==> config.mk <==
export PLATFORM = sky130hd
export DESIGN_NAME = mipsCore
export DESIGN_NICKNAME = d
export VERILOG_FILES = /design/src/mipsPkg.sv /design/src/decoder.sv /design/src/execAlu.sv /design/src/regFile.sv /design/src/fetchUnit.sv /design/src/memStage.sv /design/src/mipsCore.sv
export VERILOG_INCLUDE_DIRS = /design/src /design/src/src
export SDC_FILE = /design/constraint.sdc
export NUM_CORES = 2
export LEC_CHECK = 0
export BUFFER_PORTS_ARGS = -buffer_cell sky130_fd_sc_hd__buf_2
export CORE_UTILIZATION = 55
export CTS_CLUSTER_SIZE = 20
export DETAILED_ROUTE_END_ITERATION = 10
export PLACE_DENSITY = 0.74
export SLEW_MARGIN = 20
export SYNTH_ARGS = -nofsm -noshare
export SYNTH_HDL_FRONTEND = slang
export SYNTH_HIERARCHICAL = 1
export SYNTH_SLANG_ARGS = --single-unit
==> constraint.sdc <==
create_clock -name clk -period 9.2 [get_ports clk]
set_input_delay 0.46 -clock clk [delete_from_list [all_inputs] [get_ports clk]]
set_output_delay 0.46 -clock clk [all_outputs]
set_load 0.01 [all_outputs]
==> src/mips_config.svh <==
`ifndef MIPS_CONFIG_SVH
`define MIPS_CONFIG_SVH

// Opcodes.
`define ALU     6'h00
`define BRANCH  6'h01
`define J       6'h02
`define JAL     6'h03
`define BEQ     6'h04
`define BNE     6'h05
`define BLEZ    6'h06
`define BGTZ    6'h07
`define ADDI    6'h08
`define ADDIU   6'h09
`define SLTI    6'h0A
`define SLTIU   6'h0B
`define ANDI    6'h0C
`define ORI     6'h0D
`define XORI    6'h0E
`define LUI     6'h0F
`define LB      6'h20
`define LH      6'h21
`define LW      6'h23
`define LBU     6'h24
`define LHU     6'h25
`define SB      6'h28
`define SH      6'h29
`define SW      6'h2B

// Function field of SPECIAL.
`define SLL     6'h00
`define SRL     6'h02
`define SRA     6'h03
`define SLLV    6'h04
`define SRLV    6'h06
`define SRAV    6'h07
`define JR      6'h08
`define JALR    6'h09
`define ADD     6'h20
`define ADDU    6'h21
`define SUB     6'h22
`define SUBU    6'h23
`define AND     6'h24
`define OR      6'h25
`define XOR     6'h26
`define NOR     6'h27
`define SLT     6'h2A
`define SLTU    6'h2B

// REGIMM codes in the rt field.
`define BLTZ    5'h00
`define BGEZ    5'h01
`define BLTZAL  5'h10
`define BGEZAL  5'h11

// Memory width, low opcode bits.
`define BYTE    3'd0
`define HALF    3'd1
`define WORD    3'd3
`define BYTEU   3'd4
`define HALFU   3'd5

`define RESET_PC 32'h0000_0000

`endif

==> src/mipsPkg.sv <==
package mipsPkg;

    typedef struct packed {
        logic [5:0] op;
        logic [4:0] rs;
        logic [4:0] rt;
        logic [4:0] rd;
        logic [4:0] shamt;
        logic [5:0] funct;
    } rFields;

    typedef struct packed {
        logic [5:0]  op;
        logic [4:0]  rs;
        logic [4:0]  rt;
        logic [15:0] imm;
    } iFields;

    typedef struct packed {
        logic [5:0]  op;
        logic [25:0] target;
    } jFields;

    // One instruction word, three views.
    typedef union packed {
        rFields rType;
        iFields iType;
        jFields jType;
    } instrWord;

endpackage

==> src/decoder.sv <==
`timescale 1ns/10ps

`include "mips_config.svh"

module decoder (
    input  logic [5:0] OpCode,
    input  logic [5:0] FuncCode,
    input  logic [4:0] BraCode,
    output logic [1:0] RegDst,
    output logic       Branch,
    output logic       Jump,
    output logic       MemRead,
    output logic       MemtoReg,
    output logic       MemWrite,
    output logic       ALUSrc,
    output logic       RegWrite,
    output logic       ShiftSel,
    output logic       Unsgnsel,
    output logic [5:0] Func,
    output logic [2:0] MemFunc
);

    // RegDst picks rt (00), rd (01), r31 with link (10) or rd with link (11).
    always_comb
    begin
        RegDst   = 2'b00;
        Branch   = 1'b0;
        Jump     = 1'b0;
        MemRead  = 1'b0;
        MemtoReg = 1'b0;
        MemWrite = 1'b0;
        ALUSrc   = 1'b0;
        RegWrite = 1'b0;
        ShiftSel = 1'b0;
        Unsgnsel = 1'b0;
        Func     = 6'd0;
        MemFunc  = 3'd0;

        case (OpCode)
            `ALU:
                case (FuncCode)
                    `ADD, `ADDU, `SUB, `SUBU,
                    `AND, `OR, `XOR, `NOR,
                    `SLT, `SLTU, `SLL, `SRL,
                    `SRA, `SLLV, `SRLV, `SRAV:
                    begin
                        RegDst   = 2'b01;
                        Func     = FuncCode;
                        RegWrite = 1'b1;
                    end
                    `JR:
                    begin
                        Func = `JR;
                        Jump = 1'b1;
                    end
                    `JALR:
                    begin
                        RegDst   = 2'b11; // Link into rd.
                        Func     = `JALR;
                        Jump     = 1'b1;
                        RegWrite = 1'b1;
                    end
                    default:;
                endcase

            `BRANCH:
                case (BraCode)
                    `BLTZ, `BGEZ:
                    begin
                        Func   = {1'b0, BraCode};
                        Branch = 1'b1;
                    end
                    `BLTZAL, `BGEZAL:
                    begin
                        RegDst   = 2'b10; // Links whether taken or not.
                        Func     = {1'b0, BraCode};
                        Branch   = 1'b1;
                        RegWrite = 1'b1;
                    end
                    default:;
                endcase

            `BEQ, `BNE, `BLEZ, `BGTZ:
            begin
                Func   = OpCode;
                Branch = 1'b1;
            end

            `J:
            begin
                Func = `J;
                Jump = 1'b1;
            end

            `JAL:
            begin
                RegDst   = 2'b10;
                Func     = `JAL;
                Jump     = 1'b1;
                RegWrite = 1'b1;
            end

            `ADDI, `ADDIU, `SLTI:
            begin
                Func     = (OpCode == `SLTI) ? `SLT : `ADD;
                ALUSrc   = 1'b1;
                RegWrite = 1'b1;
            end

            `SLTIU:
            begin
                Unsgnsel = 1'b1;
                Func     = `SLTU;
                ALUSrc   = 1'b1;
                RegWrite = 1'b1;
            end

            `ANDI, `ORI, `XORI:
            begin
                Unsgnsel = 1'b1;
                Func     = {4'b1001, OpCode[1:0]}; // AND, OR, XOR in order.
                ALUSrc   = 1'b1;
                RegWrite = 1'b1;
            end

            `LUI:
            begin
                Func     = `ADD; // rs is r0.
                ALUSrc   = 1'b1;
                ShiftSel = 1'b1;
                RegWrite = 1'b1;
            end

            `LB, `LBU, `LH, `LHU, `LW:
            begin
                Func     = `ADD;
                MemFunc  = OpCode[2:0];
                ALUSrc   = 1'b1;
                MemRead  = 1'b1;
                MemtoReg = 1'b1;
                RegWrite = 1'b1;
            end

            `SB, `SH, `SW:
            begin
                Func     = `ADD;
                MemFunc  = OpCode[2:0];
                ALUSrc   = 1'b1;
                MemWrite = 1'b1;
            end

            default:;
        endcase
    end

endmodule

==> src/execAlu.sv <==
`timescale 1ns/10ps

`include "mips_config.svh"

module execAlu (
    input  mipsPkg::instrWord instr,
    input  logic [31:0]       rsData,
    input  logic [31:0]       rtData,
    input  logic              ALUSrc,
    input  logic              Unsgnsel,
    input  logic              ShiftSel,
    input  logic [5:0]        Func,
    output logic [31:0]       aluResult
);

    logic [31:0] immExt;
    logic [31:0] opB;

    always_comb
    begin
        if (Unsgnsel)
            immExt = {16'd0, instr.iType.imm};
        else
            immExt = {{16{instr.iType.imm[15]}}, instr.iType.imm};
        if (ShiftSel)
            immExt = immExt << 16; // LUI.
    end

    assign opB = ALUSrc ? immExt : rtData;

    always_comb
    begin
        case (Func)
            `ADD, `ADDU: aluResult = rsData + opB; // No overflow trap.
            `SUB, `SUBU: aluResult = rsData - opB;
            `AND:        aluResult = rsData & opB;
            `OR:         aluResult = rsData | opB;
            `XOR:        aluResult = rsData ^ opB;
            `NOR:        aluResult = ~(rsData | opB);
            `SLT:        aluResult = {31'd0, $signed(rsData) < $signed(opB)};
            `SLTU:       aluResult = {31'd0, rsData < opB};
            `SLL:        aluResult = rtData << instr.rType.shamt;
            `SRL:        aluResult = rtData >> instr.rType.shamt;
            `SRA:        aluResult = $signed(rtData) >>> instr.rType.shamt;
            `SLLV:       aluResult = rtData << rsData[4:0];
            `SRLV:       aluResult = rtData >> rsData[4:0];
            `SRAV:       aluResult = $signed(rtData) >>> rsData[4:0];
            default:     aluResult = 32'd0;
        endcase
    end

endmodule

==> src/regFile.sv <==
`timescale 1ns/10ps

module regFile (
    input  logic        clk,
    input  logic [4:0]  rsAddr,
    input  logic [4:0]  rtAddr,
    output logic [31:0] rsData,
    output logic [31:0] rtData,
    input  logic        wbEn,
    input  logic [4:0]  wbAddr,
    input  logic [31:0] wbData
);

    logic [31:0] regs [32];

    always_ff @(posedge clk)
    begin
        if (wbEn)
            regs[wbAddr] <= wbData;
    end

    // r0 reads as zero whatever was written.
    assign rsData = (rsAddr == 5'd0) ? 32'd0 : regs[rsAddr];
    assign rtData = (rtAddr == 5'd0) ? 32'd0 : regs[rtAddr];

endmodule

==> src/fetchUnit.sv <==
`timescale 1ns/10ps

`include "mips_config.svh"

module fetchUnit (
    input  logic              clk,
    input  logic              rstN,
    input  logic [31:0]       instrData,
    input  logic              Branch,
    input  logic              Jump,
    input  logic [5:0]        Func,
    input  logic [31:0]       rsData,
    input  logic [31:0]       rtData,
    input  logic              loadStall,
    output logic [31:0]       pcAddr,
    output mipsPkg::instrWord execInstr,
    output logic [31:0]       linkAddr
);

    logic [31:0] pcReg;
    logic [31:0] execPc;
    logic        valid;
    logic [31:0] slotPc;
    logic [31:0] target;
    logic        taken;

    // Port data already lags the address by one cycle.
    assign execInstr = valid ? instrData : 32'd0;

    assign slotPc   = execPc + 32'd4;
    assign linkAddr = execPc + 32'd8;
    assign pcAddr   = pcReg;

    always_comb
    begin
        taken  = 1'b0;
        target = slotPc + {{14{execInstr.iType.imm[15]}}, execInstr.iType.imm, 2'b00};
        if (Branch)
        begin
            case (Func)
                `BEQ:                      taken = (rsData == rtData);
                `BNE:                      taken = (rsData != rtData);
                `BLEZ:                     taken = rsData[31] || (rsData == 32'd0);
                `BGTZ:                     taken = !rsData[31] && (rsData != 32'd0);
                {1'b0, `BLTZ}, {1'b0, `BLTZAL}: taken = rsData[31];
                {1'b0, `BGEZ}, {1'b0, `BGEZAL}: taken = !rsData[31];
                default:                   taken = 1'b0;
            endcase
        end
        else if (Jump)
        begin
            taken = 1'b1;
            if (Func == `JR || Func == `JALR)
                target = rsData;
            else
                target = {slotPc[31:28], execInstr.jType.target, 2'b00};
        end
    end

    always_ff @(posedge clk)
    begin
        if (!rstN)
        begin
            pcReg <= `RESET_PC;
            valid <= 1'b0;
        end
        else
        begin
            if (!loadStall)
                pcReg <= taken ? target : pcReg + 32'd4;
            valid <= !loadStall; // Bubble after a load.
        end
    end

    always_ff @(posedge clk)
    begin
        execPc <= pcReg;
    end

endmodule

==> src/memStage.sv <==
`timescale 1ns/10ps

`include "mips_config.svh"

module memStage (
    input  logic              clk,
    input  logic              rstN,
    input  mipsPkg::instrWord execInstr,
    input  logic [1:0]        RegDst,
    input  logic              MemRead,
    input  logic              MemtoReg,
    input  logic              MemWrite,
    input  logic              RegWrite,
    input  logic [2:0]        MemFunc,
    input  logic [31:0]       aluResult,
    input  logic [31:0]       rtData,
    input  logic [31:0]       linkAddr,
    input  logic [31:0]       dataRdData,
    output logic [31:0]       dataAddr,
    output logic              dataRead,
    output logic              dataWrite,
    output logic [3:0]        dataBe,
    output logic [31:0]       dataWrData,
    output logic              loadStall,
    output logic              wbEn,
    output logic [4:0]        wbAddr,
    output logic [31:0]       wbData
);

    logic [1:0]  byteOff;
    logic [3:0]  storeBe;
    logic [4:0]  dstReg;
    logic        ldPend;
    logic [4:0]  ldReg;
    logic [1:0]  ldOff;
    logic [2:0]  ldFunc;
    logic [7:0]  ldByte;
    logic [15:0] ldHalf;
    logic [31:0] ldValue;

    assign byteOff   = aluResult[1:0];
    assign dataAddr  = {aluResult[31:2], 2'b00};
    assign dataRead  = MemRead;
    assign dataWrite = MemWrite;
    assign loadStall = MemRead;
    assign dataBe    = MemWrite ? storeBe : 4'b0000;

    // Little-endian lanes with the data replicated across them.
    always_comb
    begin
        case (MemFunc)
            `BYTE:
            begin
                storeBe    = 4'b0001 << byteOff;
                dataWrData = {4{rtData[7:0]}};
            end
            `HALF:
            begin
                storeBe    = byteOff[1] ? 4'b1100 : 4'b0011;
                dataWrData = {2{rtData[15:0]}};
            end
            default:
            begin
                storeBe    = 4'b1111;
                dataWrData = rtData;
            end
        endcase
    end

    always_comb
    begin
        case (RegDst)
            2'b00:   dstReg = execInstr.iType.rt;
            2'b10:   dstReg = 5'd31;
            default: dstReg = execInstr.rType.rd;
        endcase
    end

    always_ff @(posedge clk)
    begin
        if (!rstN)
            ldPend <= 1'b0;
        else
            ldPend <= MemRead;
    end

    always_ff @(posedge clk)
    begin
        if (MemRead)
        begin
            ldReg  <= dstReg;
            ldOff  <= byteOff;
            ldFunc <= MemFunc;
        end
    end

    assign ldByte = dataRdData[{ldOff, 3'b000} +: 8];
    assign ldHalf = ldOff[1] ? dataRdData[31:16] : dataRdData[15:0];

    always_comb
    begin
        case (ldFunc)
            `BYTE:   ldValue = {{24{ldByte[7]}}, ldByte};
            `BYTEU:  ldValue = {24'd0, ldByte};
            `HALF:   ldValue = {{16{ldHalf[15]}}, ldHalf};
            `HALFU:  ldValue = {16'd0, ldHalf};
            default: ldValue = dataRdData;
        endcase
    end

    // Load data wins the bubble cycle.
    assign wbEn   = ldPend || (RegWrite && !MemtoReg);
    assign wbAddr = ldPend ? ldReg : dstReg;
    assign wbData = ldPend ? ldValue : (RegDst[1] ? linkAddr : aluResult);

endmodule

==> src/mipsCore.sv <==
`timescale 1ns/10ps

module mipsCore (
    input  logic        clk,
    input  logic        rstN,
    output logic [31:0] pcAddr,
    input  logic [31:0] instrData,
    output logic [31:0] dataAddr,
    output logic        dataRead,
    output logic        dataWrite,
    output logic [3:0]  dataBe,
    output logic [31:0] dataWrData,
    input  logic [31:0] dataRdData
);

    import mipsPkg::*;

    instrWord    execInstr;
    logic [31:0] linkAddr;
    logic [1:0]  RegDst;
    logic        Branch;
    logic        Jump;
    logic        MemRead;
    logic        MemtoReg;
    logic        MemWrite;
    logic        ALUSrc;
    logic        RegWrite;
    logic        ShiftSel;
    logic        Unsgnsel;
    logic [5:0]  Func;
    logic [2:0]  MemFunc;
    logic [31:0] rsData;
    logic [31:0] rtData;
    logic [31:0] aluResult;
    logic        loadStall;
    logic        wbEn;
    logic [4:0]  wbAddr;
    logic [31:0] wbData;

    fetchUnit i_fetch (
        .clk       (clk),
        .rstN      (rstN),
        .instrData (instrData),
        .Branch    (Branch),
        .Jump      (Jump),
        .Func      (Func),
        .rsData    (rsData),
        .rtData    (rtData),
        .loadStall (loadStall),
        .pcAddr    (pcAddr),
        .execInstr (execInstr),
        .linkAddr  (linkAddr)
    );

    decoder i_decoder (
        .OpCode   (execInstr.rType.op),
        .FuncCode (execInstr.rType.funct),
        .BraCode  (execInstr.iType.rt),
        .RegDst   (RegDst),
        .Branch   (Branch),
        .Jump     (Jump),
        .MemRead  (MemRead),
        .MemtoReg (MemtoReg),
        .MemWrite (MemWrite),
        .ALUSrc   (ALUSrc),
        .RegWrite (RegWrite),
        .ShiftSel (ShiftSel),
        .Unsgnsel (Unsgnsel),
        .Func     (Func),
        .MemFunc  (MemFunc)
    );

    regFile i_regFile (
        .clk    (clk),
        .rsAddr (execInstr.rType.rs),
        .rtAddr (execInstr.rType.rt),
        .rsData (rsData),
        .rtData (rtData),
        .wbEn   (wbEn),
        .wbAddr (wbAddr),
        .wbData (wbData)
    );

    execAlu i_alu (
        .instr     (execInstr),
        .rsData    (rsData),
        .rtData    (rtData),
        .ALUSrc    (ALUSrc),
        .Unsgnsel  (Unsgnsel),
        .ShiftSel  (ShiftSel),
        .Func      (Func),
        .aluResult (aluResult)
    );

    memStage i_mem (
        .clk        (clk),
        .rstN       (rstN),
        .execInstr  (execInstr),
        .RegDst     (RegDst),
        .MemRead    (MemRead),
        .MemtoReg   (MemtoReg),
        .MemWrite   (MemWrite),
        .RegWrite   (RegWrite),
        .MemFunc    (MemFunc),
        .aluResult  (aluResult),
        .rtData     (rtData),
        .linkAddr   (linkAddr),
        .dataRdData (dataRdData),
        .dataAddr   (dataAddr),
        .dataRead   (dataRead),
        .dataWrite  (dataWrite),
        .dataBe     (dataBe),
        .dataWrData (dataWrData),
        .loadStall  (loadStall),
        .wbEn       (wbEn),
        .wbAddr     (wbAddr),
        .wbData     (wbData)
    );

endmodule

==> impl_metrics.ini <==
[logic_synthesis]
synth-edff-count = 1034
ys_ff_latch = 1100
synth-async-reset-ratio_pct = 0
syn_inst = 5622
synth_area_um2 = 68900
synth_cell_types = 116
ys_warn_count = 6
ys_seq_area_share_pct = 47.0
syn_avg_cell_area_um2 = 12.3
synthFlopType = edfxtp_1

[floorplanning]
die_h_um = 356
die_w_um = 356
num_rows = 129
start_util_pct = 55.6
die-area_um2 = 127000
core_um2 = 124000
io_pins = 168

[finish]
design_area_um2 = 76700
fill_cells = 9357
drive_gt1_share_pct = 23.2
layout.nets = 5926
syn2layout_area_growth_pct = 11.3

[grt]
antenna_found_initial = 10
grt_overflow = 0
grt_max_degree = 60
grt_first_pass_wirelength_um = 424000
grt_pass1_vias = 55000
track_usage_pct = 47.9

[worst_setup_path]
critPathKind = reg -> out
cpMostUsedCell = o21ai_0
rr_worst_depth = 23
endpoint_kind = primary output
crit_required_ns = 8.74
startpoint_type = register
crit_chain = buf_4, and2_1, inv_1, o21ai_0, o211a_1, a32o_1, or3b_1, o21ai_4, and2_1, buf_4, o21ai_0, mux2i_1, nand2_1, o21ai_0, o211ai_1, or4b_1, o21ai_0, a21boi_0, buf_2
worstPathArrival_ns = 8.84
cpPeakStageDelay_ns = 0.76
worstPathMaxFanout = 23
cp_slowest_cell = and2_1

[clock_tree]
cts_hold_buf = 0
clkSinkCount = 1100
cts-buffers-inserted = 111
cts_tree = yes
ctsLongestPathBuffers = 3
ctsRootBufferMaster = clkbuf_16
clock_latency_ns = 0.80
cts_resized = 0
post_cts_buffers = 0
clk_pin_slew_worst_paths_ns = 0.06
h-tree-depth = 3

[placed_design]
pre_cts_slack_ns = 0.508
io_buffers = 165
hpwl_um = 204000
gp_congestion = 1.12
place_area_um2 = 72700

[route]
drc_errors = 10
top_layer_used = met5
dr_wl_met2_um = 129000
viasPerCell = 7.78
met3WireLength_um = 46300
vias = 58100
finalWirelength_um = 307000
firstDrtPassIters = 11
wl_per_cell_um = 41.2
initialDrtViolationCount = 10600
routedLengthMet1_um = 102000
postRouteAntennaNets = 0

[pwr]
powerDensity_nw_per_um2 = 212
cellLeakagePower_nw = 26.3
ir_drop_mv = 0.274

[status]
violations = design-rule violations, negative setup slack
status = finished, violations left

[timing]
fin_crit_sh_pct = 101
worstMarginPinSlew_ns = 1.26
hold_viol = 0
worst_slack_ns = -0.100
clock_skew_ns = 0.106
period_needed_ns = 9.30
slew_headroom_pct = 15.5
drv_slew = 0
fmax_mhz = 108
setup-violations-final = 1
grt_setup_unrepaired = no

[worst_hold_path]
hp-class = in -> reg
hold_depth = 3

[job]
maxCapViolations = 0
==> power breakdown <==
| group | switching, mW | internal, mW |
|---|---|---|
| logic | 3.68 | 1.51 |
| clock network | 2.07 | 2.79 |
| registers | 0.0944 | 6.09 |
| total | 5.85 | 10.4 |
==> registers in the layout, summed over array words and instances (netlist names) <==
register	count
i_mem/ldReg	5
i_mem/ldPend	1
i_fetch/execPc	32
i_mem/ldFunc	3
i_fetch/valid	1
i_fetch/pcAddr	32
i_regFile/regs	1024
i_mem/ldOff	2
==> synthesized netlist by cell type, types with 40 or more instances <==
cell type,n,area share [%]
edfxtp_1,1034,45
mux4_2,434,14
nand2_1,387,2.1
a21oi_1,371,2.7
mux2i_1,334,4.8
nor2_1,245,1.3
clkbuf_1,243,1.3
a211oi_1,184,2.0
inv_1,175,0.95
o21ai_0,167,1.2
ha_1,133,2.4
xnor2_1,127,1.6
buf_2,120,0.87
nand3_1,109,0.79
o22ai_1,109,0.99
nor3_1,108,0.78
buf_4,77,0.84
mux2_2,71,1.2
a22o_1,68,0.86
and2_1,67,0.61
dfxtp_1,66,1.9
nor2b_1,65,0.59
o211ai_1,53,0.58
nand2b_1,52,0.47
o221ai_1,49,0.62
a21o_1,47,0.51
nor4_1,44,0.40
xor2_1,43,0.55
a211o_1,41,0.52
nand4_1,40,0.36
==> path summary, 6_finish.rpt <==
| check | slack, ns | end | start |
|---|---|---|---|
| worst max-delay path | -0.1 | dataBe[2] | i_fetch/valid$_SDFF_PN0_ |
| worst min-delay path | 0.25 | i_fetch/pcAddr[1]$_SDFFE_PN0P_ | rstN |
| worst max register to register | 0.25 | i_regFile/regs[12][16]$_DFFE_PP_ | i_fetch/valid$_SDFF_PN0_ |
| worst min register to register | 0.40 | i_fetch/execPc[1]$_DFF_P_ | i_fetch/pcAddr[1]$_SDFFE_PN0P_ |
==> per-stage QoR <==
| step | hold slack, ns | total power [mW] | setup TNS [ns] | std cells | util [%] |
|---|---|---|---|---|---|
| after global routing | 0.239 | 16.5 | 0 | 7459 | 61.9 |
| final | 0.246 | 16.2 | -0.100 | 7468 | 61.9 |
| after CTS | 0.218 | 15.9 | 0 | 7455 | 61.9 |
| after detailed placement | 0.388 | 11.1 | 0 | 7245 | 58.7 |
| after floorplan | 0.393 | 9.02 | 0 | 5623 | - |
| after global placement | 0.383 | 11.1 | 0 | 7244 | 58.7 |
==> placed cells by master (no fill, tap or decap), types with 53 or more instances in the layout <==
master | netlist | layout
o22ai_1 | 109 | 108
and2_1 | 67 | 59
nor2_1 | 245 | 209
nor3_1 | 108 | 75
a22o_1 | 68 | 68
nand3_1 | 109 | 109
o211ai_1 | 53 | 53
xnor2_1 | 127 | 127
a211oi_1 | 184 | 183
mux2i_1 | 334 | 333
mux4_2 | 434 | 434
nand2_1 | 387 | 386
dfxtp_1 | 66 | 65
ha_1 | 133 | 133
buf_2 | 120 | 166
mux2_2 | 71 | 71
buf_4 | 77 | 285
clkbuf_16 | 0 | 113
inv_1 | 175 | 174
a21oi_1 | 371 | 358
nor2b_1 | 65 | 60
o21ai_0 | 167 | 165
edfxtp_1 | 1034 | 1034
==> routing by layer <==
layer	global-route usage (%)	vias up
met5	0	-
met4	37.3	4
met3	15.7	1487
met2	68.4	5740
met1	60.0	28400
li1	-	22500
==> cell type report <==
class                      instances  area [µm²]  share of cell area, %
antenna                           10        25.0                 0.0326
tap                             1637        2050                   2.67
sequential                      1100       32400                   42.2
multi-input combinational       3861       34300                   44.7
clock buffer                     129        2910                   3.79
inverter                         178         671                  0.874
timing repair buffer             472        3370                   4.39
clock inverter                    81        1030                   1.34
==> worst max-delay path, delay by kind of cell, from the launching register on <==
kind	cells	cell delay, ns
AO/OA/AOI/OAI	9	3.16
buffers and inverters	4	1.00
flip-flops	1	0.49
multiplexers	1	0.64
AND/OR/NAND/NOR	5	2.73
==> cell families after synthesis <==
family	count (synthesis)	share of synthesized area, %
AOI/OAI and AO/OA	1425	14.2
xor gates and xnor gates	170	2.16
buffers and inverters	662	4.45
DFF	1100	47.0
other	1	0.00544
muxes	860	20.5
adders and majority gates	136	2.50
and+or+nand+nor	1268	9.21
Power figures use the tool's default switching activity.
